$ cat src/design/soc_defines.svh
`ifndef SOC_DEFINES_SVH
`define SOC_DEFINES_SVH

// ------------------------------------------------------------
// bus widths
// ------------------------------------------------------------
`define SOC_DW 32
`define SOC_AW 32
`define SOC_SELW 4
// csr word address, top 4 bits pick the bank
`define CSR_AW 14
`define CSR_BANK_SYSCTL 4'd1

// ------------------------------------------------------------
// address map, bits 30..28 (bit 31 is the shadow alias)
// ------------------------------------------------------------
`define REGION_RAM 3'b000
`define REGION_CSR 3'b110
`define BRAM_AW 8

// sysctl register word offsets inside the bank
`define REG_GPIO_IN 10'd0
`define REG_GPIO_OUT 10'd1
`define REG_TIMER_CTRL 10'd2
`define REG_TIMER_COMPARE 10'd3
`define REG_TIMER_COUNTER 10'd4
`define REG_SYSTEM_ID 10'd5
`define REG_RESET 10'd6

// misc
`define RST_HOLD_CYCLES 64
`define SYSTEM_ID 32'h13004d31
`define GPIO_IN_W 32
`define GPIO_OUT_W 4

`endif
$ cat src/design/soc_pkg.sv
`include "soc_defines.svh"

package soc_pkg;

	// ------------------------------------------------------------
	// wishbone classic
	// ------------------------------------------------------------
	typedef struct packed {
		logic [`SOC_AW-1:0] adr;
		logic [`SOC_DW-1:0] dat;
		logic [`SOC_SELW-1:0] sel;
		logic we;
		logic cyc;
		logic stb;
	} wb_req_t;

	typedef struct packed {
		logic [`SOC_DW-1:0] dat;
		logic ack;
	} wb_rsp_t;

	// csr access, we high for one cycle only
	typedef struct packed {
		logic [`CSR_AW-1:0] a;
		logic we;
		logic [`SOC_DW-1:0] dw;
	} csr_req_t;

	// sysctl to timer
	typedef struct packed {
		logic en;
		logic autorestart;
		logic [31:0] compare;
		logic [31:0] load_val;
		logic load;
	} timer_ctrl_t;

	typedef struct packed {
		logic timer;
		logic gpio;
	} irq_t;

	typedef enum logic [1:0] {
		BRG_IDLE,
		BRG_ACCESS,
		BRG_ACK
	} brg_state_e;

	typedef enum logic [1:0] {
		REG_RAM,
		REG_CSR,
		REG_NONE
	} region_e;

endpackage

$ cat src/design/wb_decoder.sv
`timescale 1ns/1ps
`include "soc_defines.svh"

module wb_decoder
	import soc_pkg::*;
(
	input logic sys_clk,
	input logic sys_rst_i,
	input wb_req_t m_req_i,
	output wb_rsp_t m_rsp_o,
	output wb_req_t ram_req_o,
	output wb_req_t csr_req_o,
	input wb_rsp_t ram_rsp_i,
	input wb_rsp_t csr_rsp_i
);

	region_e region;
	logic dflt_ack_q;

	// ------------------------------------------------------------
	// region decode
	// ------------------------------------------------------------
	// bit 31 ignored, shadow window aliases the normal one
	always_comb begin
		case (m_req_i.adr[30:28])
			`REGION_RAM: region = REG_RAM;
			`REGION_CSR: region = REG_CSR;
			default: region = REG_NONE;
		endcase
	end

	// strobes gated per slave, rest passes through
	always_comb begin
		ram_req_o = m_req_i;
		csr_req_o = m_req_i;
		ram_req_o.cyc = m_req_i.cyc & (region == REG_RAM);
		ram_req_o.stb = m_req_i.stb & (region == REG_RAM);
		csr_req_o.cyc = m_req_i.cyc & (region == REG_CSR);
		csr_req_o.stb = m_req_i.stb & (region == REG_CSR);
	end

	// default responder
	// one-cycle ack for unmapped space
	always_ff @(posedge sys_clk) begin
		if (sys_rst_i)
			dflt_ack_q <= 1'b0;
		else
			dflt_ack_q <= (region == REG_NONE) & m_req_i.cyc & m_req_i.stb & ~dflt_ack_q;
	end

	// ------------------------------------------------------------
	// response mux
	// ------------------------------------------------------------
	always_comb begin
		case (region)
			REG_RAM: m_rsp_o = ram_rsp_i;
			REG_CSR: m_rsp_o = csr_rsp_i;
			default: m_rsp_o = '{dat: '0, ack: dflt_ack_q};
		endcase
	end

endmodule

$ cat config.mk
export PLATFORM = sky130hd
export DESIGN_NAME = wb_decoder
export DESIGN_NICKNAME = d
export VERILOG_FILES = /design/src/design/soc_pkg.sv /design/src/design/wb_decoder.sv
export VERILOG_INCLUDE_DIRS = /design/src /design/src/design
export SDC_FILE = /design/constraint.sdc
export NUM_CORES = 1
export LEC_CHECK = 0
export ABC_AREA = 0
export BUFFER_PORTS_ARGS = -buffer_cell sky130_fd_sc_hd__buf_2
export CORE_AREA = 2 2 123 125
export CTS_CLUSTER_DIAMETER = 60
export DETAILED_ROUTE_END_ITERATION = 6
export DIE_AREA = 0 0 125 127
export PLACE_DENSITY = 0.37
export SYNTH_ARGS = -nofsm -noshare
export SYNTH_HDL_FRONTEND = slang
export SYNTH_SLANG_ARGS = --single-unit
$ cat constraint.sdc
create_clock -name sys_clk -period 1.93 [get_ports sys_clk]
set_input_delay 0.193 -clock sys_clk [delete_from_list [all_inputs] [get_ports sys_clk]]
set_output_delay 0.193 -clock sys_clk [all_outputs]
set_load 0.02 [all_outputs]
-- After elaboration in Yosys (flattened, before gate mapping)
Index checks and enable logic that the tools add are counted.
- flip-flop bits (word level): 1
- bits in latches: 0
- bits in writable memories: 0
- bits in read-only memories: 0
- input port bits: 139
- memories kept: 0
- add/sub/neg operators: 0
- multiply operators: 0
- div/mod/pow operators: 0
- $lt $le $gt $ge: 0
- equality and inequality tests: 3
- shifts and indexed selects: 0
- multiplexer cells: 2
- bitwise gates (word level): 8
- reductions and logical operators: 2
- operators by type and width (cell ; count):
    case mux 33 bit (2 select lines) ; 1
    AND 1 bit ; 7
    case mux 2 bit (2 select lines) ; 1
    == test 3 bit, second input constant ; 1
    zero test 3 bit ; 1
    == test 2 x 1 -> 1 bit, second input constant ; 1
    == test 2 bit, second input constant ; 1
    zero test 2 bit ; 1
    inverter 1 bit ; 1

-- Logic depth before layout (Yosys ltp)
- word-level depth: 6
- depth in mapped cells: 5

-- Worst setup path after synthesis
Ideal clock, no wire load.
- path type: input to output
- start point: input m_req_i[69] (netlist bit)
- end point: output m_rsp_o[18] (netlist bit)
- arrival time: 0.939 ns
- data required time: 1.737 ns
- slack: 0.798 ns
- stages: 3
- buffers on the path: 1
- cell sequence: nor3_4 buf_2 a22o_1
- RTL lines (element ; RTL line ; source):
    start: declaration ; wb_decoder.sv:9 ; input wb_req_t m_req_i,
    end: declaration ; wb_decoder.sv:10 ; output wb_rsp_t m_rsp_o,

==> impl_results.md <==
* Status: finished, final reports clean
* Post-Syn Area at 1509 um^2
* Hold depth at 0
* Initial Util at 10.46%
* IO Pins at 314
* Critical Path AT at 1280 ps
* Global route total overflow at 0
* Die height at 127 um
* Die W at 125 um
* Drt first pass iters at 2
* Top Registers: dflt_ack_q (1)
* Critical Path RT at 1740 ps
* RR Startpoint: dflt_ack_q
* Setup Buffers After CTS at 0
* Antenna violations before repair at 0
* Clk_skew at 0 ps
* Yosys Warn Count at 0
* Fmax at 681.2 MHz
* First-pass GRT wire length at 5.733 mm
* Vias in the first global route at 1,111
* Layout cells sized above 1 at 73.21%
* Max reg flops at 1
* Final hold viol count at 0
* Setup crit start kind: input pin
* Initial drt markers at 17
* Crit path capture type: primary output
* Worst-Margin Slew at 267.7 ps
* FF+latch count, synth at 1
* PortBufs at 115
* CTS Hold Buffers Added at 0
* MaxCap Viol Count at 0
* Std cell rows at 44
* Global-route usage over all layers at 4.412%
* Worst Hold Endpoint: csr_req_o[22]
* Drt total wl at 4.079 mm
* Cell area after placement at 1249 um^2
* Via-per-instance ratio at 2.980
* Leak Pwr at 0.6891 nW
* Final antenna-violating net count at 0
* Crit-path max FO at 25
* Yosys cell types at 16
* Flop2flop setup slack at 890 ps
* Area grow syn2layout at -17.25%
* Area of the multi-input gates at 389.1 um^2
* Die Area at 15,880 um^2
* RSZ-0062 raised after global routing: no
* Hold Path Class: in2out
* Syn Nets at 333
* Flip-flop and latch area at 20.02 um^2
* Post-CTS resize count at 0
* DPL Wire Length at 3.576 mm
* TNS Setup at 0 ps
* Clock Latency Late Sink at 0 ps
* Cells after Synth at 194
* Pin count of the biggest net entering global routing at 26
* Slew Limit Fails at 0
* Reg2reg path depth at 2
* Register area share after synthesis at 1.327%
* Core ar. at 14,420 um^2
* Relative slew slack at 82.15%
* Drt wl/cell at 11.59 um
* ANT cells at 0
* Setup violators final at 0
* Syn avg cell area at 7.778 um^2
* R2r endpoint: dflt_ack_q
* Final period util at 76.06%
* Min-Delay Startpoint: m_req_i[22]
* Critical setup path kind: in2out
* Filler Cells Inserted at 1,723
* Pwr dens at 216.8 nW/um^2
* GP Congestion at 0.6910
* Min cycle time layout at 1468 ps
* Via count at 1,049
* # DRC at 0
* Largest Register: dflt_ack_q
* Fin nets at 309
* Post-route design area at 1249 um^2
* VDD IR max at 0.1087 mV
[report_power, final]
group          switching, mW  internal (mW)
Clock                      0              0
Combinational          0.133          0.115
Sequential           0.00108         0.0219
[worst max path at each step]
stage	startpoint	end	slack [ps]	cells past startpoint
2_1_floorplan	m_req_i[69]	m_rsp_o[18]	800	3
3_3_place_gp	m_req_i[67]	m_rsp_o[26]	440	6
3_5_place_dp	m_req_i[69]	m_rsp_o[26]	430	5
4_1_cts	m_req_i[69]	m_rsp_o[26]	430	5
5_1_grt	m_req_i[67]	m_rsp_o[26]	360	6
6_report	m_req_i[69]	m_rsp_o[26]	460	5
[routing by layer]
metal | up-vias | track usage [%] | share of wire (%)
met4 | 0 | 3.791 | 8.0
met5 | - | 0 | 0
li1 | 461 | - | -
met1 | 443 | 3.806 | 30
met3 | 46 | 1.633 | 14
met2 | 99 | 8.056 | 48
[metrics by stage]
stage	setup slack (ps)	util, %	hold WS (ps)	power, mW	cells
final	462.0	8.657	386.0	0.2707	352
after global routing	364.0	8.657	386.0	0.2913	352
after CTS	429.4	8.657	386.2	0.2759	352
after detailed placement	431.7	8.657	386.2	0.2753	352
after global placement	443.5	8.657	386.2	0.2732	352
after floorplan	797.9	-	371.4	0.5528	194
[final cells by class]
class                           count  share of cell area [%]
Sequential cell                     1                   1.603
Tap cell                          184                   18.44
Inverter                            1                  0.3006
Multi-Input combinational cell     47                   31.16
Timing Repair Buffer              119                   48.50
[synthesized netlist by cell type]
master   count  area, um^2
buf_6        4       45.04
dfxtp_1      1       20.02
and2_1       4       25.02
buf_2        3       15.01
inv_2        1       3.750
o21ai_0      2       10.01
and3_1       1       6.260
or4bb_1      1       11.26
nor3_2       1       10.01
nand2_1      1       3.750
a22o_1      32       280.3
nor2_1       2       7.510
nor3b_1      1       7.510
buf_4      138        1036
o221a_2      1       11.26
nor3_4       1       16.27
[critical path, cell delays in order]
cell and delay, ps:
buf_2 140, nor3_4 190, buf_4 300, a22o_1 250
buf_2 190
[kinds of logic (layout without fill, tap and decap cells)]
family | after synthesis | in the layout | synth area share, %
buffers and inverters | 146 | 120 | 72.88
AO/OA/AOI/OAI | 35 | 35 | 19.98
AND/OR/NAND/NOR | 12 | 12 | 5.805
flip-flops | 1 | 1 | 1.327
[cells in the final DEF, fill, tap and decap left out, drive strengths merged, types with 2 or more instances in the layout]
master and instances:
buf 119, a22o 32, and2 4, nor2 2
o21ai 2, nor3 2
(Power assumes the default switching activity.)
