File: src/design/soc_defines.svh
`ifndef SOC_DEFINES_SVH
`define SOC_DEFINES_SVH

// ------------------------------------------------------------
// bus widths
// ------------------------------------------------------------
`define SOC_DW 32
`define SOC_AW 32
`define SOC_SELW 4
// csr word address, top 4 bits pick the bank
`define CSR_AW 14
`define CSR_BANK_SYSCTL 4'd1

// ------------------------------------------------------------
// address map, bits 30..28 (bit 31 is the shadow alias)
// ------------------------------------------------------------
`define REGION_RAM 3'b000
`define REGION_CSR 3'b110
`define BRAM_AW 8

// sysctl register word offsets inside the bank
`define REG_GPIO_IN 10'd0
`define REG_GPIO_OUT 10'd1
`define REG_TIMER_CTRL 10'd2
`define REG_TIMER_COMPARE 10'd3
`define REG_TIMER_COUNTER 10'd4
`define REG_SYSTEM_ID 10'd5
`define REG_RESET 10'd6

// misc
`define RST_HOLD_CYCLES 64
`define SYSTEM_ID 32'h13004d31
`define GPIO_IN_W 32
`define GPIO_OUT_W 4

`endif
File: src/design/reset_gen.sv
`timescale 1ns/1ps
`include "soc_defines.svh"

module reset_gen (
	input logic sys_clk,
	input logic trigger_reset_i,
	input logic soft_reset_i,
	output logic sys_rst_o
);

	localparam int CNT_W = $clog2(`RST_HOLD_CYCLES + 1);

	logic [CNT_W-1:0] hold_cnt;
	logic req;

	// external pin or sysctl hard-reset register
	assign req = trigger_reset_i | soft_reset_i;

	// ------------------------------------------------------------
	// hold counter
	// ------------------------------------------------------------
	always_ff @(posedge sys_clk) begin
		if (req) begin
			hold_cnt <= CNT_W'(`RST_HOLD_CYCLES);
			sys_rst_o <= 1'b1;
		end else begin
			if (hold_cnt != '0)
				hold_cnt <= hold_cnt - 1'b1;
			// drop on the edge where the count reaches zero
			sys_rst_o <= (hold_cnt > CNT_W'(1));
		end
	end

	// reset rises after any request and stays up for the whole hold count
	a_rst_after_req: assert property (
		@(posedge sys_clk) req |=> sys_rst_o [*`RST_HOLD_CYCLES]
	) else $error("reset not held after request");

endmodule

File: config.mk
export PLATFORM = sky130hd
export DESIGN_NAME = reset_gen
export DESIGN_NICKNAME = d
export VERILOG_FILES = /design/src/design/reset_gen.sv
export VERILOG_INCLUDE_DIRS = /design/src /design/src/design
export SDC_FILE = /design/constraint.sdc
export NUM_CORES = 1
export LEC_CHECK = 0
export BUFFER_PORTS_ARGS = -buffer_cell sky130_fd_sc_hd__buf_2
export CAP_MARGIN = 20
export CELL_PAD_IN_SITES_DETAIL_PLACEMENT = 1
export CELL_PAD_IN_SITES_GLOBAL_PLACEMENT = 2
export CORE_AREA = 4 4 41 43
export CTS_BUF_LIST = sky130_fd_sc_hd__clkbuf_4 sky130_fd_sc_hd__clkbuf_8 sky130_fd_sc_hd__clkbuf_16
export CTS_CLUSTER_DIAMETER = 40
export CTS_CLUSTER_SIZE = 24
export DETAILED_ROUTE_END_ITERATION = 8
export DIE_AREA = 0 0 45 47
export GPL_TIMING_DRIVEN = 0
export HOLD_SLACK_MARGIN = 0.03
export PLACE_DENSITY = 0.62
export SYNTH_ARGS = -nofsm -noshare
export SYNTH_HDL_FRONTEND = slang
export SYNTH_SLANG_ARGS = --single-unit
File: constraint.sdc
create_clock -name sys_clk -period 2.8 [get_ports sys_clk]
set_clock_uncertainty 0.1 [all_clocks]
set_input_delay 0.28 -clock sys_clk [delete_from_list [all_inputs] [get_ports sys_clk]]
set_output_delay 0.28 -clock sys_clk [all_outputs]
set_load 0.02 [all_outputs]
======== Word level (Yosys, flattened, before mapping) ========
Index checks and enable logic that the tools add are counted.
operators by class
  reductions and logical operators ........ 1
  add/sub/neg operators ................... 1
  bitwise logic cells ..................... 1
  $lt $le $gt $ge ......................... 1
operator list
  cell                                                            count
  greater-than comparator 7 x 1 -> 1 bit (second input constant)  1
  nonzero test 7 bit                                              1
  subtractor 7 x 1 -> 7 bit (second input constant)               1
  bitwise OR 1 bit                                                1
storage, ports and cells
  bits in registers ....................... 8
  logic and storage cells ................. 6
  output and inout port bits .............. 1
  input port bits ......................... 3

======== Longest topological paths before layout ========
  depth in word-level cells ............... 1
  gate-level depth with buffers ........... 5
  depth with buffers taken out ............ 5

======== Worst setup path after synthesis ========
OpenSTA, ideal clock, no wires.
  path kind ............................... flip-flop to flip-flop
  start ................................... register hold_cnt[2]
  end ..................................... register hold_cnt[1]
  path buffers ............................ 1
  stages on the path, launching flop included .. 5
  data arrival time ....................... 1.462 ns
  setup time .............................. 0.116 ns
  clock period less this slack ............ 1.677 ns
  required time ........................... 2.584 ns
  slack ................................... 1.123 ns
  cell sequence ........................... dfxtp_1 -> or4_1 -> buf_2 -> or3_1 -> and3_1
between the ends
  longest elaborated chain between the ends .. 1
ends and longest elaborated chain
  item                      line             source
  start: declaration        reset_gen.sv:13  logic [CNT_W-1:0] hold_cnt;
  start signal: assignment  reset_gen.sv:24  hold_cnt <= CNT_W'(`RST_HOLD_CYCLES);
  start signal: assignment  reset_gen.sv:28  hold_cnt <= hold_cnt - 1'b1;
  nonzero test 7 bit        reset_gen.sv:27  if (hold_cnt != '0)
No other way between the ends.
A chain may end at the register's enable or synchronous reset.

======== Final worst setup path ========
  start ................................... register hold_cnt[2]
  end ..................................... register hold_cnt[3]
between the ends
  longest elaborated chain between the ends .. 1
  elaborated cells on any way between the ends .. 2
  classes of those cells .................. add/sub: 1; reduce/logical: 1
ends and longest elaborated chain
  item                                                                    line
  subtractor 7 x 1 -> 7 bit / nonzero test 7 bit (equally long branches)  reset_gen.sv:28, reset_gen.sv:27
Parallel ways exist; a longest one is shown, timed or not.

==> results_dict.tcl <==
set metrics [dict create \
    placed_area_um2 409.1 \
    post_cts_resized 0 \
    holdBufCountCts 0 \
    drv_cap 0 \
    place_hpwl_um 604.9 \
    max_slew_margin_pct 67.23 \
    place_inst 60 \
    path_delay_family "simple AND/OR/NAND/NOR gates" \
    critPathKind "flip-flop to flip-flop" \
    r2r-start "hold_cnt[2]$_SDFFE_PP0P_" \
    outcome "finished, final reports clean" \
    num_antenna_cells 0 \
    fin_area_um2 431.7 \
    holdWs_ps 248.7 \
    comb_power_share_pct 19.3 \
    rsz0062_at_grt "no" \
    via_count 324 \
    path_cells "or4_1 > buf_2 > o21ai_0 > a21oi_1" \
    die_w_um 45 \
    h-tree-depth 1 \
    power.density_nw_per_um2 637.7 \
    crit_start "hold_cnt[2]$_SDFFE_PP0P_" \
    wl_per_cell_um 12.56 \
    cts_tree "done" \
    antenna_found_initial 0 \
    final_common_cell "dfxtp_1" \
    worstSetupEndpointType "flip-flop" \
    gr-total-overflow 0 \
    dr.first_iter.drc_count 7 \
    synth_top_area_share_pct 42.67 \
    min_from "trigger_reset_i" \
    place_congestion 0.7749 \
    crit_path_start_kind "flip-flop" \
    start_util_pct 28.85 \
    clock_sinks 8 \
    worst_slack_ps 990.4 \
    synth-seq-area-share_pct 42.67 \
    clock-root-buffer "clkbuf_4" \
    cp_slowest_stage_delay_ps 530 \
    drt-vias-per-instance 5.143 \
    die_h_um 47 \
    syn_area_um2 375.4 \
    crit_required_ps 2810 \
    critical-path-slowest-cell "or4_1" \
    synth_cells 42 \
    fin_nets 56 \
    drive_above_1_share_pct 14.58 \
    p_clk_share_pct 32.2 \
    drc 0 \
    grt_pass1_vias 343 \
    dieArea_um2 2115 \
    swShare_pct 28.35 \
    hold_viol_final 0 \
    synth.distinct_cells 15 \
    port_buffers 3 \
    yosys.area.top_type "dfxtp_1" \
    routed_wl_um 791 \
    tns_ps 0 \
    report.final.slew_viol_count 0 \
    track_usage_pct 9.889 \
    final.fill_count 163 \
    clk_path_buf_depth 2 \
    internal_power_mw 0.1972 \
    final_core_utilization_pct 33.17 \
    synth.avg_cell_area_um2 8.937 \
    vdd_ir_drop_max_uv 300.1 \
    place_ws_ps 1002 \
    grt_pass1_wl_um 1476 \
    mostFrequentLayoutCells "8 x dfxtp_1, 6 x o21ai_0, 4 x or3_1, 4 x buf_2, 4 x nor2_1" \
    yosys_register_bits 8 \
    row_count 13 \
    power.leakage_nw 0.1787 \
    fin_cells 63 \
    setup-violations-final 0 \
    first_pass_iters 2 \
    r2r_slack_ps 990 \
    cts_made_buffers 3 \
    fmax_mhz 552.6 \
    yosys-top-cells-area "dfxtp_1 43%, ha_1 10%, o21ai_0 8.0%, or3_1 6.7%, xnor2_1 4.7%" \
    syn-num-nets 48 \
    path_max_fanout 8 \
    period_share_pct 64.63 \
    post-cts-setup-buffers 0 \
    syn_to_final_growth_pct 15.00 \
    clock_latency_ps 260 \
    hold_class "primary input to flip-flop" \
    critical_path_buf_inv_count 1 \
    ios 4 \
    p_switching_mw 0.07805 \
    total_power_mw 0.2753 \
    ant_nets 0 \
    grt_max_degree 9 \
    worstMarginPinSlew_ps 486.4 \
    coreArea_um2 1301 \
    yosysWarnings 0 \
    critPathArrivalTime_ps 1820 \
    min_period_ps 1810 \
    clk_pin_slew_ps 60 \
    seq_power_share_pct 48.4 \
]
-- logic make-up (layout without fill, tap and decap cells) --
| logic type | Yosys count | count (layout) | synth area share, % |
|---|---|---|---|
| AOI/OAI and AO/OA | 10 | 10 | 15.00 |
| xor gates and xnor gates | 2 | 2 | 4.668 |
| adders and majority gates | 3 | 3 | 10.00 |
| buffers and inverters | 4 | 10 | 4.332 |
| DFF | 8 | 8 | 42.67 |
| and+or+nand+nor | 15 | 15 | 23.33 |
-- sequential cells by signal, indices dropped and copies added (netlist names) --
name       count
sys_rst_o      1
hold_cnt       7
-- layout make-up --
type                            count  area, um2  share of cell area, %
Tap cell                           15      18.77                  4.348
Sequential cell                     8      160.2                  37.10
Buffer                              1      5.005                  1.159
Timing Repair Buffer                3      15.01                  3.478
Multi-Input combinational cell     30      198.9                  46.09
Clock buffer                        3      22.52                  5.217
Inverter                            3      11.26                  2.609
-- power by group through the flow --
stage                     logic [mW]  clock network, mW  registers [mW]
after floorplan               0.0416                  0           0.133
after global placement        0.0499                  0           0.135
after detailed placement      0.0535                  0           0.136
after CTS                     0.0541             0.0941           0.133
after global routing          0.0641             0.0974           0.135
final                         0.0533             0.0887           0.133
-- cell usage after synthesis --
| master | number |
|---|---|
| ha_1 | 3 |
| nor3b_1 | 1 |
| nand2b_1 | 2 |
| o41ai_1 | 1 |
| dfxtp_1 | 8 |
| o31ai_1 | 1 |
| o21ai_0 | 6 |
| or4_1 | 2 |
| or3_1 | 4 |
| buf_2 | 1 |
| inv_1 | 3 |
| nor2_1 | 4 |
| and3_1 | 2 |
| a21oi_1 | 2 |
| xnor2_1 | 2 |
-- routing by layer --
metal | vias to the layer above | share of wire (%) | global-route usage, % | routed length [um]
li1 | 162 | - | - | -
met5 | - | 0 | 0 | 0
met4 | 0 | 0.76 | 1.754 | 6
met1 | 154 | 46 | 11.64 | 360
met2 | 6 | 49 | 15.82 | 385
met3 | 2 | 4.9 | 5.747 | 39
-- tightest hold or removal path: cells and delay by family --
kind | cells | cell delay [ps]
AND/OR/NAND/NOR | 2 | 160
buffers and inverters | 1 | 70
AO/OA/AOI/OAI | 1 | 60
-- worst paths after layout --
check,to,cells past startpoint
setup / recovery,hold_cnt[3]$_SDFFE_PP0P_,4
hold reg to reg,sys_rst_o$_SDFF_PP1_,1
hold / removal,hold_cnt[6]$_SDFFE_PP1P_,4
setup reg to reg,hold_cnt[3]$_SDFFE_PP0P_,4
No activity file was read; power rests on OpenSTA's default activity.
