[src/design/soc_defines.svh]
`ifndef SOC_DEFINES_SVH
`define SOC_DEFINES_SVH

// ------------------------------------------------------------
// bus widths
// ------------------------------------------------------------
`define SOC_DW 32
`define SOC_AW 32
`define SOC_SELW 4
// csr word address, top 4 bits pick the bank
`define CSR_AW 14
`define CSR_BANK_SYSCTL 4'd1

// ------------------------------------------------------------
// address map, bits 30..28 (bit 31 is the shadow alias)
// ------------------------------------------------------------
`define REGION_RAM 3'b000
`define REGION_CSR 3'b110
`define BRAM_AW 8

// sysctl register word offsets inside the bank
`define REG_GPIO_IN 10'd0
`define REG_GPIO_OUT 10'd1
`define REG_TIMER_CTRL 10'd2
`define REG_TIMER_COMPARE 10'd3
`define REG_TIMER_COUNTER 10'd4
`define REG_SYSTEM_ID 10'd5
`define REG_RESET 10'd6

// misc
`define RST_HOLD_CYCLES 64
`define SYSTEM_ID 32'h13004d31
`define GPIO_IN_W 32
`define GPIO_OUT_W 4

`endif
[src/design/soc_pkg.sv]
`include "soc_defines.svh"

package soc_pkg;

	// ------------------------------------------------------------
	// wishbone classic
	// ------------------------------------------------------------
	typedef struct packed {
		logic [`SOC_AW-1:0] adr;
		logic [`SOC_DW-1:0] dat;
		logic [`SOC_SELW-1:0] sel;
		logic we;
		logic cyc;
		logic stb;
	} wb_req_t;

	typedef struct packed {
		logic [`SOC_DW-1:0] dat;
		logic ack;
	} wb_rsp_t;

	// csr access, we high for one cycle only
	typedef struct packed {
		logic [`CSR_AW-1:0] a;
		logic we;
		logic [`SOC_DW-1:0] dw;
	} csr_req_t;

	// sysctl to timer
	typedef struct packed {
		logic en;
		logic autorestart;
		logic [31:0] compare;
		logic [31:0] load_val;
		logic load;
	} timer_ctrl_t;

	typedef struct packed {
		logic timer;
		logic gpio;
	} irq_t;

	typedef enum logic [1:0] {
		BRG_IDLE,
		BRG_ACCESS,
		BRG_ACK
	} brg_state_e;

	typedef enum logic [1:0] {
		REG_RAM,
		REG_CSR,
		REG_NONE
	} region_e;

endpackage

[src/design/csr_bridge.sv]
`timescale 1ns/1ps
`include "soc_defines.svh"

module csr_bridge
	import soc_pkg::*;
(
	input logic sys_clk,
	input logic sys_rst_i,
	input wb_req_t wb_req_i,
	output wb_rsp_t wb_rsp_o,
	output csr_req_t csr_o,
	input logic [`SOC_DW-1:0] csr_dr_i
);

	brg_state_e state_q;
	logic [`CSR_AW-1:0] a_q;
	logic [`SOC_DW-1:0] dw_q;
	logic we_q;
	logic ack_q;
	logic [`SOC_DW-1:0] dat_q;

	// ------------------------------------------------------------
	// fsm
	// ------------------------------------------------------------
	// idle -> access (csr cycle) -> ack (wait for read data, then ack)
	always_ff @(posedge sys_clk) begin
		if (sys_rst_i) begin
			state_q <= BRG_IDLE;
			we_q <= 1'b0;
			ack_q <= 1'b0;
		end else begin
			we_q <= 1'b0;
			case (state_q)
				BRG_IDLE: begin
					if (wb_req_i.cyc & wb_req_i.stb) begin
						we_q <= wb_req_i.we;
						state_q <= BRG_ACCESS;
					end
				end
				BRG_ACCESS: state_q <= BRG_ACK;
				BRG_ACK: begin
					// ack raised once, then back to idle
					if (ack_q) begin
						ack_q <= 1'b0;
						state_q <= BRG_IDLE;
					end else begin
						ack_q <= 1'b1;
					end
				end
				default: state_q <= BRG_IDLE;
			endcase
		end
	end

	// address and write data latched on the strobe
	// a stays put until the next access
	always_ff @(posedge sys_clk) begin
		if (state_q == BRG_IDLE) begin
			a_q <= wb_req_i.adr[`CSR_AW+1:2];
			dw_q <= wb_req_i.dat;
		end
		// slave data registered once more with the ack
		if ((state_q == BRG_ACK) & ~ack_q)
			dat_q <= csr_dr_i;
	end

	assign csr_o.a = a_q;
	assign csr_o.we = we_q;
	assign csr_o.dw = dw_q;

	assign wb_rsp_o.dat = dat_q;
	assign wb_rsp_o.ack = ack_q;

	a_ack_in_ack_state: assert property (
		@(posedge sys_clk) disable iff (sys_rst_i)
		wb_rsp_o.ack |-> (state_q == BRG_ACK)
	) else $error("bridge ack outside BRG_ACK");

endmodule

[config.mk]
export PLATFORM = sky130hd
export DESIGN_NAME = csr_bridge
export DESIGN_NICKNAME = d
export VERILOG_FILES = /design/src/design/soc_pkg.sv /design/src/design/csr_bridge.sv
export VERILOG_INCLUDE_DIRS = /design/src /design/src/design
export SDC_FILE = /design/constraint.sdc
export NUM_CORES = 1
export LEC_CHECK = 0
export ABC_AREA = 0
export BUFFER_PORTS_ARGS = -buffer_cell sky130_fd_sc_hd__buf_2
export CORE_UTILIZATION = 36
export DETAILED_ROUTE_END_ITERATION = 8
export PLACE_DENSITY = 0.81
export SETUP_SLACK_MARGIN = 0.15
export SLEW_MARGIN = 10
export SYNTH_ARGS = -nofsm -noshare
export SYNTH_HDL_FRONTEND = slang
export SYNTH_SLANG_ARGS = --single-unit
export TNS_END_PERCENT = 100
[constraint.sdc]
create_clock -name sys_clk -period 2.9 [get_ports sys_clk]
set_clock_uncertainty 0.15 [all_clocks]
set_input_delay 0.29 -clock sys_clk [delete_from_list [all_inputs] [get_ports sys_clk]]
set_output_delay 0.29 -clock sys_clk [all_outputs]
set_load 0.02 [all_outputs]
Yosys cells after proc, flatten, opt, wreduce, memory -nomap -nowiden
Cells that the tools add are included.
Widths: inputs -> output; s select.
{"block": "classes", "n_eq_ne": 4, "n_reduce_logical": 3, "n_bitwise": 5, "mux": 4}
{"cell": "$pmux 2 s3", "n": 1}
{"cell": "$mux 2", "n": 2}
{"cell": "$ne 2x2->1 const B", "n": 2}
{"cell": "$not 1->1", "n": 3}
{"cell": "$reduce_or 3->1", "n": 1}
{"cell": "$and 1x1->1", "n": 2}
{"cell": "$eq 2x1->1 const B", "n": 1}
{"cell": "$eq 2x2->1 const B", "n": 1}
{"cell": "$logic_not 2->1", "n": 1}
{"cell": "$reduce_and 2->1", "n": 1}
{"cell": "$mux 1", "n": 1}
{"block": "totals", "output_inout_bits": 80, "input_bits": 105, "register_bits": 82, "word_cells": 22}

Longest topological paths before layout
{"block": "depth", "ltp_word": 3, "ltp_mapped": 2, "depth_no_buf": 2}

Worst setup path before layout
Ideal clock, no wire load.
{"block": "synth_timing", "path_type": "flip-flop to flip-flop", "from": "reg state_q[0]", "to": "reg a_q[0], enable pin", "stages_incl_launch_ff": 2, "n_path_buf": 0, "setup_slack_ns": 0.022, "arrival_time_ns": 2.279, "period_less_slack_ns": 2.878, "path_cell_list": "dfxtp_1 -> nor2_1"}
{"block": "synth_via", "elab_chain_cells": 1}
{"item": "start: declaration", "line": "csr_bridge.sv:15", "text": "brg_state_e state_q;"}
{"item": "start signal: assignment", "line": "csr_bridge.sv:28", "text": "state_q <= BRG_IDLE;"}
{"item": "start signal: assignment", "line": "csr_bridge.sv:37", "text": "state_q <= BRG_ACCESS;"}
{"item": "start signal: assignment", "line": "csr_bridge.sv:40", "text": "BRG_ACCESS: state_q <= BRG_ACK;"}
{"item": "$logic_not 2->1", "line": "csr_bridge.sv:58", "text": "if (state_q == BRG_IDLE) begin"}
{"item": "end signal: assignment", "line": "csr_bridge.sv:59", "text": "a_q <= wb_req_i.adr[`CSR_AW+1:2];"}
{"item": "end: declaration", "line": "csr_bridge.sv:16", "text": "logic [`CSR_AW-1:0] a_q;"}
Every way passes these cells.
A chain may end at the register's enable or synchronous reset.

Final worst setup path
{"block": "layout_timing", "from": "reg state_q[1]", "to": "reg dat_q[23], enable pin"}
{"block": "layout_via", "elab_chain_cells": 2}
{"item": "$eq 2x2->1", "line": "csr_bridge.sv:63", "text": "if ((state_q == BRG_ACK) & ~ack_q)"}
{"item": "$and 1x1->1", "line": "csr_bridge.sv:63"}
{"item": "end signal: assignment", "line": "csr_bridge.sv:64", "text": "dat_q <= csr_dr_i;"}
{"item": "end: declaration", "line": "csr_bridge.sv:20", "text": "logic [`SOC_DW-1:0] dat_q;"}
Every way passes these cells.

==> metrics.md <==
| Metric | Value |
|---|---|
| Port Buf Inserts | `approximately 160` |
| CTS HTree Levels | `3` |
| Final Setup Violations | `0` |
| Syn nets | `201` |
| Die ar. | `0.007321 mm2` |
| Cell Pwr Density | `between 600 and 700 mW/mm2` |
| CTS Sinks | `82` |
| Element type at the critical path start | `register` |
| Crit path capture type | `register` |
| RSZ-0062 raised after global routing | `false` |
| Crit Path Category | `reg -> reg` |
| Initial Util | `37.20%` |
| Clk_lat worst skew | `340 ps` |
| Yosys top cell by area | `edfxtp_1` |
| Slew Limit Fails | `0` |
| Yosys reg bits | `82` |
| Drt total wl | `roughly 6.7 mm` |
| Total power after layout | `roughly 2.7 mW` |
| Hold Path Class | `in -> reg` |
| Peak supply drop | `approximately 0.00029 V` |
| Cell area after synthesis | `about 0.0025 mm2` |
| Vias in the first global route | `between 2000 and 2500` |
| Worst relative slew slack | `between 60% and 70%` |
| # IOs | `around 190` |
| Die span in y | `roughly 86 um` |
| CP max FO | `32` |
| Worst setup margin | `1279 ps` |
| Final Hold Viols | `0` |
| Final ANT Viol Nets | `0` |
| Data required, critical path | `approximately 2700 ps` |
| Leakage | `slightly below 2 nW` |
| Syn avg cell area | `roughly 26 um2` |
| Layout cells sized above 1 | `51.56%` |
| Period utilization | `55.89%` |
| Worst Path Arrival | `approximately 1500 ps` |
| Top post-synthesis cells by area | `edfxtp_1, dfxtp_1, buf_4` |
| Most frequent cell after synthesis | `edfxtp_1` |
| Setup TNS | `0 ps` |
| Initial antenna violation count | `0` |
| Placer congestion estimate | `0.6956` |
| Clock buffer depth | `2` |
| Total CTS buffers | `9` |
| Fin crit period | `around 1600 ps` |
| Inst Count DP | `~340` |
| Cells after synthesis | `between 90 and 100` |
| Wirelength per Cell | `15.37 um` |
| Fill cells | `between 400 and 500` |
| Clock slew at reported path FFs | `about 90 ps` |
| Non-Filler Instances | `about 430` |
| Post-synth top cells | `edfxtp_1, dfxtp_1` |
| Via count | `about 1900` |
| Pre-CTS WS | `around 1300 ps` |
| Die W | `approximately 86 um` |
| Max-Cap Viols | `0` |
| Final nets | `around 450` |
| Ys async rst share | `0%` |
| Synth Warn # | `0` |
| Slew @ Worst Pin | `550.7 ps` |
| Drt first pass iters | `5` |
| First-pass GRT wire length | `slightly below 10 mm` |
| Maximum clock rate | `617.0 MHz` |
| CTS resizes | `0` |
| Number of synthesized flops with an enable pin | `between 70 and 80` |
| Iter 0 DRT Violations | `87` |
| Buffer count from post-CTS setup fixing | `0` |
| Pin count of the biggest net entering global routing | `47` |
| GRT Overall Usage | `roughly 19%` |
| Area Overhead vs Synth | `77.65%` |
| Site row count | `30` |
| Library cells used by synthesis | `12` |
| Root Driver | `clkbuf_8` |
| CTS tree | `built` |
| Placeable Area | `around 0.0068 mm2` |
| Sequential share of the synthesized area | `96.37%` |
| Area share of the largest cell type after synthesis | `between 90% and 100%` |
| Residual DRC count | `0` |
| Total gr overflow | `0` |
| Outcome | `finished clean` |
| Primary FF master, synth | `edfxtp_1` |
| Vias per cell | `about 4.4` |
| Antenna diodes | `0` |
==> cell families (layout without fill, tap and decap cells) <==
logic type      count (synthesis)  in the layout  share of synthesized area, %
compound gates                  2              2                        0.3982
simple gates                   10             10                         2.638
buf+inv                         2            259                        0.5971
flops                          82             82                         96.37
==> power breakdown <==
group,internal (mW),switching (mW)
Combinational,0.161,0.183
Clock,0.572,0.403
Sequential,1.39,0.0225
==> registers in the layout, indices dropped and copies added (netlist names) <==
name	count
a_q	14
ack_q	1
dat_q	32
state_q	2
we_q	1
dw_q	32
==> stage by stage <==
stage	hold WS (ps)	cell area [um2]	utilization, %
3_5_place_dp	318.1	3435	50.83
3_3_place_gp	316.3	3435	50.83
4_1_cts	10.48	4466	66.09
6_report	27.67	4466	66.09
5_1_grt	10.75	4466	66.09
2_1_floorplan	217.1	2516	-
==> what timing repair did <==
item                                    in CTS  in global routing
hold buffers                                79                  0
hold endpoints to repair                    79                  0
endpoints found under the setup margin       0                  0
==> worst paths after layout <==
kind | startpoint | to | slack [ps] | cells after the start
hold reg to reg | state_q[1] | we_q | 420 | 1
hold / removal | wb_req_i[2] | we_q | 30 | 3
setup reg to reg | state_q[1] | dat_q[23] | 1280 | 3
setup / recovery | state_q[1] | dat_q[23] | 1280 | 3
==> metal layers <==
metal / share of wire, % / global-route usage (%) / up-vias
li1: - / - / 881
met1: 39 / 20.12 / 892
met2: 49 / 31.71 / 123
met3: 11 / 9.817 / 6
met4: 0.90 / 5.455 / 0
met5: 0 / 0 / -
==> worst max-delay path, stage by stage (launching register included) <==
cell and delay, ps:
dfxtp_1 460, and2b_2 180, nor2b_2 120, buf_4 360
==> layout by cell type, fill, tap and decap left out <==
cell	instances
nand2_1	1
nor2b_2	1
nor4_1	2
clkinv_2	1
edfxtp_1	78
clkbuf_8	9
buf_4	2
nand2b_1	1
dlygate4sd3_1	79
clkinv_1	1
dfxtp_1	4
o21ai_0	2
and2b_2	1
or2b_1	2
inv_6	1
clkinv_4	1
or4b_1	1
bufinv_16	3
nor2_4	1
buf_2	162
==> final cells by class <==
cell class / instances / area [um2] / area share, %
flip-flops and latches: 82 / 2422 / 54.24
well taps: 80 / 100.1 / 2.242
multi-input cells: 12 / 86.33 / 1.933
clock buffers: 9 / 123.9 / 2.774
clock inverters: 7 / 116.4 / 2.606
repair buffers: 243 / 1617 / 36.20
Power figures use the tool's default switching activity.
