## src/design/soc_defines.svh

```systemverilog
`ifndef SOC_DEFINES_SVH
`define SOC_DEFINES_SVH

// ------------------------------------------------------------
// bus widths
// ------------------------------------------------------------
`define SOC_DW 32
`define SOC_AW 32
`define SOC_SELW 4
// csr word address, top 4 bits pick the bank
`define CSR_AW 14
`define CSR_BANK_SYSCTL 4'd1

// ------------------------------------------------------------
// address map, bits 30..28 (bit 31 is the shadow alias)
// ------------------------------------------------------------
`define REGION_RAM 3'b000
`define REGION_CSR 3'b110
`define BRAM_AW 8

// sysctl register word offsets inside the bank
`define REG_GPIO_IN 10'd0
`define REG_GPIO_OUT 10'd1
`define REG_TIMER_CTRL 10'd2
`define REG_TIMER_COMPARE 10'd3
`define REG_TIMER_COUNTER 10'd4
`define REG_SYSTEM_ID 10'd5
`define REG_RESET 10'd6

// misc
`define RST_HOLD_CYCLES 64
`define SYSTEM_ID 32'h13004d31
`define GPIO_IN_W 32
`define GPIO_OUT_W 4

`endif
```

## src/design/soc_pkg.sv

```systemverilog
`include "soc_defines.svh"

package soc_pkg;

	// ------------------------------------------------------------
	// wishbone classic
	// ------------------------------------------------------------
	typedef struct packed {
		logic [`SOC_AW-1:0] adr;
		logic [`SOC_DW-1:0] dat;
		logic [`SOC_SELW-1:0] sel;
		logic we;
		logic cyc;
		logic stb;
	} wb_req_t;

	typedef struct packed {
		logic [`SOC_DW-1:0] dat;
		logic ack;
	} wb_rsp_t;

	// csr access, we high for one cycle only
	typedef struct packed {
		logic [`CSR_AW-1:0] a;
		logic we;
		logic [`SOC_DW-1:0] dw;
	} csr_req_t;

	// sysctl to timer
	typedef struct packed {
		logic en;
		logic autorestart;
		logic [31:0] compare;
		logic [31:0] load_val;
		logic load;
	} timer_ctrl_t;

	typedef struct packed {
		logic timer;
		logic gpio;
	} irq_t;

	typedef enum logic [1:0] {
		BRG_IDLE,
		BRG_ACCESS,
		BRG_ACK
	} brg_state_e;

	typedef enum logic [1:0] {
		REG_RAM,
		REG_CSR,
		REG_NONE
	} region_e;

endpackage

```

## src/design/sys_timer.sv

```systemverilog
`timescale 1ns/1ps
`include "soc_defines.svh"

module sys_timer
	import soc_pkg::*;
(
	input logic sys_clk,
	input logic sys_rst_i,
	input timer_ctrl_t ctrl_i,
	output logic [31:0] count_o,
	output logic expire_o
);

	logic [31:0] count_q;
	logic match;

	// ------------------------------------------------------------
	// counter
	// ------------------------------------------------------------
	// 0..compare, so one period is compare+1 cycles
	assign match = ctrl_i.en & (count_q == ctrl_i.compare);

	always_ff @(posedge sys_clk) begin
		if (sys_rst_i) begin
			count_q <= '0;
		end else if (ctrl_i.load) begin
			// software preload wins
			count_q <= ctrl_i.load_val;
		end else if (match) begin
			count_q <= '0;
		end else if (ctrl_i.en) begin
			count_q <= count_q + 32'd1;
		end
	end

	// expire lines up with the wrap edge
	// sysctl drops en on the same edge in one-shot mode
	assign expire_o = match & ~ctrl_i.load;
	assign count_o = count_q;

endmodule

```

## config.mk

```make
export PLATFORM = sky130hd
export DESIGN_NAME = sys_timer
export DESIGN_NICKNAME = d
export VERILOG_FILES = /design/src/design/soc_pkg.sv /design/src/design/sys_timer.sv
export VERILOG_INCLUDE_DIRS = /design/src /design/src/design
export SDC_FILE = /design/constraint.sdc
export NUM_CORES = 1
export LEC_CHECK = 0
export BUFFER_PORTS_ARGS = -buffer_cell sky130_fd_sc_hd__buf_4
export CELL_PAD_IN_SITES_DETAIL_PLACEMENT = 0
export CELL_PAD_IN_SITES_GLOBAL_PLACEMENT = 1
export CORE_MARGIN = 3
export CORE_UTILIZATION = 35
export DETAILED_ROUTE_END_ITERATION = 8
export MAX_ROUTING_LAYER = met4
export PLACE_DENSITY_LB_ADDON = 0.05
export SLEW_MARGIN = 0
export SYNTH_ARGS = -nofsm -noshare
export SYNTH_HDL_FRONTEND = slang
export SYNTH_SLANG_ARGS = --single-unit
```

## constraint.sdc

```tcl
create_clock -name sys_clk -period 2.3 [get_ports sys_clk]
set_input_delay 0.115 -clock sys_clk [delete_from_list [all_inputs] [get_ports sys_clk]]
set_output_delay 0.115 -clock sys_clk [all_outputs]
set_load 0.005 [all_outputs]
```

# Word level (Yosys, flattened, before mapping)

Cells that the tools add are included.

Output and inout port bits: 33
Register bits after elaboration: 32
RAM bits: 0
Bits in latches: 0
Bits in read-only memories: 0
Memories: 0
Input port bits: 69

Add/sub/neg operators: 1
Multiplexer cells: 3
Bitwise gates (word level): 3
Reduce and logical (&&, ||, !) cells: 1
Divide/modulo/power cells: 0
Shift operators: 0
Equality and inequality tests: 1
Order comparisons: 0
Multiply operators: 0

Operator list:

| cell                                           | number |
|---|---|
| two-way mux 32 bit                             | 3 |
| adder 32 x 1 -> 32 bit (second input constant) | 1 |
| == test 32 bit                                 | 1 |
| nonzero test 3 bit                             | 1 |
| AND 1 bit                                      | 2 |
| inverter 1 bit                                 | 1 |

# Longest topological paths before layout

Gate-level depths: netlist of the first run.

Depth after elaboration: 4
Depth in mapped cells: 8
Mapped depth without buffers: 5

# Worst setup path before layout of the first run

Ideal clock, no wire load.

Path type: flip-flop to flip-flop
Start: register count_q[0] (netlist: count_o[0])
End: register count_q[26] (netlist: count_o[26])
Library setup time: 131 ps
Buffers on the path: 1
Setup slack: 625 ps
Required time: 2,169 ps
Arrival: 1,544 ps
Stages on the path, launching flop included: 7
Cell sequence: dfxtp_1 ha_1 clkbuf_1 nand3_4 nor4_2 xnor2_1 o22ai_2

Cells in the longest elaborated chain, start to end: 4
Elaborated cells between the ends (all ways): 7
Those cells by class: 1 x add/sub; 1 x eq/ne; 3 x mux; 1 x bitwise; 1 x reduce/logical

RTL lines:

| item                                                     | line                             | source |
|---|---|---|
| start: declaration                                       | sys_timer.sv:14                  | `logic [31:0] count_q;` |
| start signal: assignment                                 | sys_timer.sv:28                  | `count_q <= ctrl_i.load_val;` |
| start signal: assignment                                 | sys_timer.sv:32                  | `count_q <= count_q + 32'd1;` |
| adder 32 x 1 -> 32 bit or == test 32 bit (tied branches) | sys_timer.sv:32, sys_timer.sv:21 |  |
| two-way mux 32 bit or AND 1 bit (tied branches)          | sys_timer.sv:31, sys_timer.sv:21 |  |
| two-way mux 32 bit                                       | sys_timer.sv:29                  | `end else if (match) begin` |
| two-way mux 32 bit                                       | sys_timer.sv:26                  | `end else if (ctrl_i.load) begin` |

Parallel ways exist; a longest one is shown, timed or not. The select of a mux whose other input is x is not followed.
A chain may end at the register's enable or synchronous reset.

# Worst setup path in the final report of the first run

Start: register count_q[2] (netlist: count_o[2])
End: output expire_o

Cells in the longest elaborated chain, start to end: 3

RTL lines:

| item             | line            | source |
|---|---|---|
| == test 32 bit   | sys_timer.sv:21 | `assign match = ctrl_i.en & (count_q == ctrl_i.compare);` |
| AND 1 bit        | sys_timer.sv:21 |  |
| AND 1 bit        | sys_timer.sv:38 | `assign expire_o = match & ~ctrl_i.load;` |
| end: declaration | sys_timer.sv:11 | `output logic expire_o` |

No other way between the ends.

==> impl_metrics.env, run 1 <==
export IMPL_cts_resized_gates=0
export IMPL_vias_per_cell=5.16
export IMPL_synth_ff_type="dfxtp_1"
export IMPL_vias=2524
export IMPL_max_vdd_ir_drop_v=0.000192
export IMPL_power_density_nw_per_um2=439
export IMPL_seqPwrFrac_pct=42.9
export IMPL_slew_headroom_pct=59.6
export IMPL_finalPower_mw=1.50
export IMPL_tightest_slew_ns=0.603
export IMPL_syn_cell_area_um2=2490
export IMPL_critical_path_max_stage_delay_ns=0.48
export IMPL_final_max_slew_violation_count=0
export IMPL_place_hpwl_um=5820
export IMPL_cp_endpoint="expire_o"
export IMPL_die_w_um=90.4
export IMPL_crit_buf_inv=2
export IMPL_crit_family="simple AND/OR/NAND/NOR gates"
export IMPL_htree_levels=2
export IMPL_die_h_um=90.4
export IMPL_yosysWarnings=0
export IMPL_cts_root_buf="clkbuf_8"
export IMPL_antenna_found_initial=0
export IMPL_fin_tns_setup_ns=0
export IMPL_p_leak_nw=1.27
export IMPL_min_period_ns=1.96
export IMPL_comb_power_share_pct=26.4
export IMPL_r2r_start="count_o[2]"
export IMPL_drt_pass1_iter_count=4
export IMPL_post_synth_num_cell_types=34
export IMPL_drc=0
export IMPL_fp_row_count=30
export IMPL_cp_slowest_cell="dfxtp_1"
export IMPL_synth_seq_area_share_pct=25.7
export IMPL_clkTransAtPathRegs_ns=0.07
export IMPL_ys_seq_elements=32
export IMPL_p_int_mw=1.06
export IMPL_r2r_end="count_o[21]"
export IMPL_end_kind="primary output"
export IMPL_cp_depth=6
export IMPL_wl_per_cell_um=16.6
export IMPL_power_switching_mw=0.439
export IMPL_cts_path_max_buffers=2
export IMPL_coreArea_um2=6830
export IMPL_crit_arrival_ns=1.84
export IMPL_io_buffers=100
export IMPL_io_pins=102
export IMPL_power_frac_clock_pct=30.7
export IMPL_setup_ws_ns=0.341
export IMPL_drive_gt1_share_pct=33.8
export IMPL_status="completed"
export IMPL_crit_top_cell="buf_4"
export IMPL_hp_class="in2reg"
export IMPL_synthArstFlopShare_pct=0
export IMPL_place_congestion=0.776
export IMPL_fin_nets=462
export IMPL_cts_setup_buffers=0
export IMPL_ctsHoldBuffers=0
export IMPL_clock_sinks=32
export IMPL_crit_chain="xnor2_1 -> nand4_1 -> nor4_1 -> buf_4 -> nor3b_1 -> buf_4"
export IMPL_critical_path_startpoint_type="register"
export IMPL_area_growth_pct=37.1
export IMPL_pre_cts_slack_ns=0.384
export IMPL_synth_area_per_cell_um2=8.42
export IMPL_crit_type="reg2out"
export IMPL_cts_made_buffers=5
export IMPL_largest_reg_flops=32
export IMPL_fin_crit_sh_pct=85.2
export IMPL_worstPathRequired_ns=2.18
export IMPL_hold_viol=0
export IMPL_place_area_um2=3330
export IMPL_drv_cap=0
export IMPL_track_usage_pct=20.2
export IMPL_drt_iter0_drc=75
export IMPL_cts_tree="yes"
export IMPL_r2r_slack_ns=0.40
export IMPL_synth_edf_count=0
export IMPL_grt_pass1_wl_um=12900
export IMPL_grt_pass1_vias=2473
export IMPL_synthCells=296
export IMPL_startpoint="count_o[2]"
export IMPL_max_freq_mhz=511
export IMPL_sw_frac_of_total_pct=29.3
export IMPL_start_util_pct=36.5
export IMPL_grt_max_degree=43
export IMPL_setup_viol=0
export IMPL_stdcell_area_um2=3420
export IMPL_n_antenna_cell=0
export IMPL_die_area_um2=8170
export IMPL_grt_ovfl_total=0
export IMPL_wirelength_um=8130
export IMPL_cp_max_fo=8
export IMPL_syn_num_nets=366
export IMPL_antenna_left=0
export IMPL_reg2regPathDepth=7
export IMPL_whs_ns=0.107
export IMPL_rsz0062_at_grt="false"
export IMPL_insertion_delay_ns=0.28
export IMPL_clock_skew_ns=0.00402
-- cells in the mapped netlist, types with 4 or more instances --
library cell,count,area [µm²]
dfxtp_1,32,641
nand3_1,10,50.1
nor3b_1,30,225
xnor2_1,39,342
buf_4,4,30.0
clkbuf_1,9,33.8
buf_2,5,25.0
o22ai_1,29,181
nor2_1,4,15.0
nand2_1,10,37.5
and2_1,6,37.5
a21oi_1,31,155
nor3_1,7,35.0
and4_1,7,61.3
xor2_1,23,201
nand4_1,16,100
-- worst register-to-register path, stage by stage, from the launching register on --
cell	delay (ns)
dfxtp_1	0.48
xnor2_1	0.16
nand4_1	0.13
nor4_1	0.29
buf_4	0.17
a41o_1	0.21
buf_12	0.21
o22ai_1	0.12
-- placed cells by master, fill, tap and decap left out, drive strengths merged --
cell type / instances
buf: 115
xnor2: 39
dfxtp: 32
o22ai: 32
a21oi: 31
nor3b: 30
xor2: 23
nand4: 16
nand3: 12
nand2: 10
nor3: 8
and4: 8
clkbuf: 8
and2: 7
nor4: 7
nor2: 4
and3: 4
inv: 3
a41o: 1
a22oi: 1
or2: 1
ha: 1
-- power by group through the flow --
| stage | Combinational [mW] | Clock, mW | Sequential [mW] |
|---|---|---|---|
| after global placement | 0.395 | 0 | 0.657 |
| after CTS | 0.399 | 0.481 | 0.645 |
| after floorplan | 0.193 | 0 | 0.652 |
| final | 0.396 | 0.461 | 0.644 |
| after detailed placement | 0.397 | 0 | 0.657 |
| after global routing | 0.431 | 0.498 | 0.651 |
-- cell type report --
cell class | instances | area (µm²)
inverters | 3 | 11.3
repair buffers | 115 | 876
clock buffers | 8 | 90.1
flip-flops and latches | 32 | 641
multi-input cells | 235 | 1680
fillers | 707 | 3410
well taps | 96 | 120
-- metal layers --
layer / up-vias / routed length, µm / GRT usage (%)
met2: 64 / 3960 / 32.5
met1: 1171 / 3720 / 26.3
met4: 0 / 78 / 4.97
met3: 8 / 376 / 3.83
met5: - / 0 / -
li1: 1281 / - / -
-- metrics by stage --
| step | util (%) | instances |
|---|---|---|
| 6_report | 50.0 | 489 |
| 5_1_grt | 50.0 | 489 |
| 4_1_cts | 50.0 | 489 |
| 3_5_place_dp | 48.7 | 481 |
| 3_3_place_gp | 48.7 | 481 |
| 2_1_floorplan | - | 296 |
-- logic make-up (layout without fill, tap and decap cells) --
logic type,after synthesis,in the layout,share of synthesized area [%]
xor gates and xnor gates,62,62,21.8
and+or+nand+nor,107,107,29.4
DFF,32,32,25.7
buffers and inverters,29,126,6.88
AOI/OAI and AO/OA,65,65,15.7
adders and majority gates,1,1,0.502
-- worst min-delay path by stage --
stage,start,end,slack [ns],cells past startpoint
floorplan,ctrl_i[31],count_o[30],0.30,2
global placement,ctrl_i[28],count_o[27],0.39,3
detailed placement,ctrl_i[19],count_o[18],0.40,3
CTS,ctrl_i[24],count_o[23],0.1,3
global route,ctrl_i[23],count_o[22],0.11,3
finish,ctrl_i[20],count_o[19],0.11,3
Power figures use the tool's default switching activity.
==> inputs of run 2 (changes only) <==
--- a/config.mk
+++ b/config.mk
@@ -14,6 +14,7 @@
 export DETAILED_ROUTE_END_ITERATION = 8
 export MAX_ROUTING_LAYER = met4
 export PLACE_DENSITY_LB_ADDON = 0.05
+export RECOVER_POWER = 100
 export SLEW_MARGIN = 0
 export SYNTH_ARGS = -nofsm -noshare
 export SYNTH_HDL_FRONTEND = slang
==> impl_metrics.env, run 2 (synthesized netlist as in run 1, its figures left out) <==
export IMPL_status="completed"
export IMPL_crit_arrival_ns=2.22
export IMPL_fin_crit_sh_pct=89.4
export IMPL_largest_reg_flops=32
export IMPL_area_growth_pct=35.8
export IMPL_cts_setup_buffers=0
export IMPL_grt_ovfl_total=0
export IMPL_min_period_ns=2.06
export IMPL_register_area_um2=641
export IMPL_fin_nets=462
export IMPL_crit_type="reg2reg"
export IMPL_crit_chain="clkbuf_1 -> nand3_1 -> or2_0 -> nor4_2 -> xnor2_1 -> o22ai_2"
export IMPL_die_w_um=90.4
export IMPL_hp_class="in2reg"
export IMPL_worstPathRequired_ns=2.46
export IMPL_clock_skew_ns=0.00432
export IMPL_insertion_delay_ns=0.29
export IMPL_cts_tree="yes"
export IMPL_fin_tns_setup_ns=0
export IMPL_r2r_start="count_o[14]"
export IMPL_r2r_end="count_o[28]"
export IMPL_rsz0062_at_grt="false"
export IMPL_cts_resized_gates=0
export IMPL_power_density_nw_per_um2=441
export IMPL_clock_sinks=32
export IMPL_start_util_pct=36.5
export IMPL_drt_pass1_iter_count=4
export IMPL_critical_path_max_stage_delay_ns=0.46
export IMPL_drive_gt1_share_pct=31.6
export IMPL_setup_viol=0
export IMPL_grt_pass1_vias=2473
export IMPL_fp_row_count=30
export IMPL_stdcell_area_um2=3380
export IMPL_crit_family="simple AND/OR/NAND/NOR gates"
export IMPL_vias=2521
export IMPL_cp_max_fo=7
export IMPL_max_freq_mhz=487
export IMPL_io_pins=102
export IMPL_worstHoldPathCells=3
export IMPL_min_from="ctrl_i[20]"
export IMPL_crit_buf_inv=1
export IMPL_drv_cap=0
export IMPL_final_max_slew_violation_count=0
export IMPL_cts_root_buf="clkbuf_8"
export IMPL_clkTransAtPathRegs_ns=0.07
export IMPL_r2r_slack_ns=0.24
export IMPL_place_area_um2=3330
export IMPL_slew_headroom_pct=57.7
export IMPL_hold_viol=0
export IMPL_fill_cells=715
export IMPL_final_core_util_pct=49.5
export IMPL_cts_path_max_buffers=2
export IMPL_track_usage_pct=20.2
export IMPL_p_leak_nw=1.23
export IMPL_tightest_slew_ns=0.635
export IMPL_max_vdd_ir_drop_v=0.000192
export IMPL_drc=0
export IMPL_antenna_left=0
export IMPL_wl_per_cell_um=16.6
export IMPL_wirelength_um=8130
export IMPL_io_buffers=100
export IMPL_final_common_cell="buf_4"
export IMPL_vias_per_cell=5.16
export IMPL_coreArea_um2=6830
export IMPL_grt_pass1_wl_um=12900
export IMPL_die_h_um=90.4
export IMPL_drt_iter0_drc=69
export IMPL_n_antenna_cell=0
export IMPL_ctsHoldBuffers=0
export IMPL_mostFrequentLayoutCells="buf_4, xnor2_1, dfxtp_1, a21oi_1, nor3b_1"
export IMPL_die_area_um2=8170
export IMPL_cp_slowest_cell="or2_0"
export IMPL_grt_max_degree=43
export IMPL_critical_path_startpoint_type="register"
export IMPL_htree_levels=2
export IMPL_worstHoldEndpoint="count_o[19]"
export IMPL_place_hpwl_um=5820
export IMPL_antenna_found_initial=0
export IMPL_cts_made_buffers=5
export IMPL_end_kind="register"
export IMPL_place_congestion=0.776
export IMPL_multi_input_area_um2=1680
export IMPL_reg2regPathDepth=6
-- run 2: cell types whose count changed in the layout (fill, tap and decap cells not counted) --
cell,change
buf_4,-31
clkbuf_1,+9
clkbuf_4,+22
or2_0,+1
or2_1,-1
-- run 2: worst max-delay path by stage --
| stage | start | to | cells past startpoint |
|---|---|---|---|
| 2_1_floorplan | count_o[0] | count_o[26] | 6 |
| 5_1_grt | count_o[14] | count_o[28] | 6 |
| 6_report | count_o[14] | count_o[28] | 6 |
| 3_3_place_gp | count_o[2] | count_o[2] | 7 |
| 4_1_cts | count_o[1] | expire_o | 6 |
| 3_5_place_dp | count_o[1] | count_o[21] | 7 |
-- run 2: worst min-delay path, stage by stage --
cell	delay, ns
buf_4	0.07
a21oi_1	0.05
o22ai_1	0.10
-- run 2: per-layer routing --
metal  global-route usage (%)  part of all wire, %  vias to the layer above
met5                        -                    0                        -
met4                     4.97                 0.96                        0
met3                     3.83                  4.2                        8
met2                     32.5                   49                       63
met1                     26.3                   46                     1165
li1                         -                    -                     1285
-- run 2: report_power, final --
part	internal, mW	switching (mW)	leakage [nW]
Combinational	0.218	0.167	0.917
Sequential	0.590	0.0542	0.264
Clock	0.244	0.218	0.0455
-- run 2: metrics by stage --
stage          instances  setup slack (ns)  total power [mW]  hold slack, ns
2_1_floorplan        296             0.625             0.845           0.300
3_3_place_gp         481             0.371              1.05           0.394
3_5_place_dp         481             0.384              1.05           0.400
4_1_cts              489             0.310              1.52          0.0980
5_1_grt              489             0.131              1.57           0.106
6_report             489             0.245              1.49           0.104
-- run 2: cell type report --
class / instances / share of cell area [%]
inverter: 3 / 0.333
tap: 96 / 3.55
clock buffer: 8 / 2.66
multi-input combinational: 235 / 49.6
sequential: 32 / 18.9
timing repair buffer: 115 / 24.9
==> inputs of run 3 (changes only) <==
--- a/config.mk
+++ b/config.mk
@@ -15,6 +15,7 @@
 export MAX_ROUTING_LAYER = met4
 export PLACE_DENSITY_LB_ADDON = 0.05
 export RECOVER_POWER = 100
+export REMOVE_ABC_BUFFERS = 1
 export SLEW_MARGIN = 0
 export SYNTH_ARGS = -nofsm -noshare
 export SYNTH_HDL_FRONTEND = slang
==> impl_metrics.env, run 3 (synthesized netlist as in run 1, its figures left out) <==
export IMPL_r2r_slack_ns=0.19
export IMPL_place_congestion=0.806
export IMPL_drive_gt1_share_pct=30.7
export IMPL_crit_type="reg2reg"
export IMPL_drt_pass1_iter_count=4
export IMPL_antenna_left=0
export IMPL_power_switching_mw=0.429
export IMPL_crit_chain="clkbuf_1 -> nand3_4 -> or2_1 -> nor4_1 -> xnor2_1 -> o22ai_2"
export IMPL_critical_path_startpoint_type="register"
export IMPL_top_usage_layer="met2"
export IMPL_worstHoldPathCells=3
export IMPL_crit_family="simple AND/OR/NAND/NOR gates"
export IMPL_cts_setup_buffers=0
export IMPL_hp_class="in2reg"
export IMPL_place_hpwl_um=5820
export IMPL_drt_iter0_drc=110
export IMPL_antenna_found_initial=0
export IMPL_cts_made_buffers=5
export IMPL_coreArea_um2=6830
export IMPL_die_w_um=90.4
export IMPL_power_density_nw_per_um2=438
export IMPL_comb_power_share_pct=26.4
export IMPL_r2r_end="count_o[28]"
export IMPL_start_util_pct=36.5
export IMPL_final_max_slew_violation_count=0
export IMPL_startpoint="count_o[9]"
export IMPL_gr_usage_met3_pct=3.92
export IMPL_vias=2532
export IMPL_cts_resized_gates=0
export IMPL_p_leak_nw=1.23
export IMPL_clock_sinks=32
export IMPL_drv_cap=0
export IMPL_seqPwrFrac_pct=43.1
export IMPL_mostFrequentLayoutCells="buf_4, xnor2_1, dfxtp_1, a21oi_1"
export IMPL_die_area_um2=8170
export IMPL_drc=0
export IMPL_hold_viol=0
export IMPL_cts_path_max_buffers=2
export IMPL_end_kind="register"
export IMPL_tightest_slew_ns=0.409
export IMPL_crit_arrival_ns=2.26
export IMPL_die_h_um=90.4
export IMPL_fin_tns_setup_ns=0
export IMPL_track_usage_pct=20.1
export IMPL_sw_frac_of_total_pct=28.9
export IMPL_reg2regPathDepth=6
export IMPL_clkTransAtPathRegs_ns=0.07
export IMPL_grt_ovfl_total=0
export IMPL_status="completed"
export IMPL_fin_crit_sh_pct=91.6
export IMPL_cts_tree="yes"
export IMPL_worstPathRequired_ns=2.46
export IMPL_clock_skew_ns=0.00461
export IMPL_slew_headroom_pct=72.5
export IMPL_grt_max_degree=34
export IMPL_rsz0062_at_grt="false"
export IMPL_io_pins=102
export IMPL_n_antenna_cell=0
export IMPL_fp_row_count=30
export IMPL_use_met2_pct=32.3
export IMPL_r2r_start="count_o[9]"
export IMPL_critical_path_max_stage_delay_ns=0.46
export IMPL_worstHoldEndpoint="count_o[26]"
export IMPL_grt_pass1_wl_um=12800
export IMPL_io_buffers=100
export IMPL_cp_slowest_cell="nor4_1"
export IMPL_insertion_delay_ns=0.28
export IMPL_pre_cts_slack_ns=0.349
export IMPL_min_period_ns=2.11
export IMPL_vias_per_cell=5.14
export IMPL_grt_use_met1_pct=25.6
export IMPL_fin_nets=466
export IMPL_wirelength_um=8020
export IMPL_setup_ws_ns=0.192
export IMPL_min_from="ctrl_i[27]"
export IMPL_max_freq_mhz=474
export IMPL_max_vdd_ir_drop_v=0.000225
export IMPL_cp_max_fo=7
export IMPL_largest_reg_flops=32
export IMPL_ctsHoldBuffers=0
export IMPL_power_frac_clock_pct=30.5
export IMPL_cts_root_buf="clkbuf_8"
export IMPL_htree_levels=2
export IMPL_grt_pass1_vias=2529
export IMPL_area_growth_pct=35.8
export IMPL_final_common_cell="buf_4"
export IMPL_wl_per_cell_um=16.3
export IMPL_setup_viol=0
export IMPL_p_int_mw=1.05
export IMPL_crit_buf_inv=1
==> run 3: changes by cell type in the layout (fill, tap and decap cells not counted), moves of 2 or more <==
cell and change:
nor4_1 +2, clkbuf_4 -2, clkbuf_1 +3, buf_4 +3, nor4_2 -2
==> run 3: worst register-to-register path, stage by stage (launching register included) <==
cell      delay, ns
dfxtp_1        0.38
clkbuf_1       0.31
nand3_4        0.14
or2_1          0.41
nor4_1         0.46
xnor2_1        0.19
o22ai_2        0.09
==> run 3: metrics by stage <==
| step | hold slack [ns] | total power, mW | std cells | cell area, µm² | utilization (%) |
|---|---|---|---|---|---|
| finish | 0.116 | 1.48 | 493 | 3380 | 49.5 |
| global route | 0.110 | 1.56 | 493 | 3380 | 49.5 |
| CTS | 0.106 | 1.52 | 493 | 3450 | 50.5 |
| detailed placement | 0.400 | 1.06 | 485 | 3360 | 49.2 |
| global placement | 0.392 | 1.06 | 485 | 3360 | 49.2 |
| floorplan | 0.204 | 0.805 | 270 | 2330 | - |
==> run 3: power by group through the flow <==
stage	Clock (mW)	Combinational [mW]	Sequential [mW]
floorplan	0	0.149	0.657
global placement	0	0.407	0.652
detailed placement	0	0.407	0.652
CTS	0.466	0.410	0.640
global route	0.485	0.431	0.645
finish	0.452	0.391	0.639
==> run 3: how the worst max path moves through the flow <==
stage / endpoint / slack [ns] / cells past startpoint
after floorplan: count_o[10] / 0.28 / 5
after global placement: count_o[10] / 0.37 / 6
after detailed placement: count_o[19] / 0.35 / 6
after CTS: expire_o / 0.26 / 5
after global routing: count_o[28] / 0.07 / 6
final: count_o[28] / 0.19 / 6
==> run 3: metal layers <==
metal  part of all wire [%]  wire (µm)
met5                      0          0
met4                    1.4        113
met3                    4.8        388
met2                     48       3870
met1                     46       3650
==> run 3: layout make-up <==
cell class | count | area [µm²]
Multi-Input combinational cell | 235 | 1660
Sequential cell | 32 | 641
Timing Repair Buffer | 119 | 861
Clock buffer | 8 | 90.1
Tap cell | 96 | 120
Fill cell | 747 | 3450
Inverter | 3 | 11.3
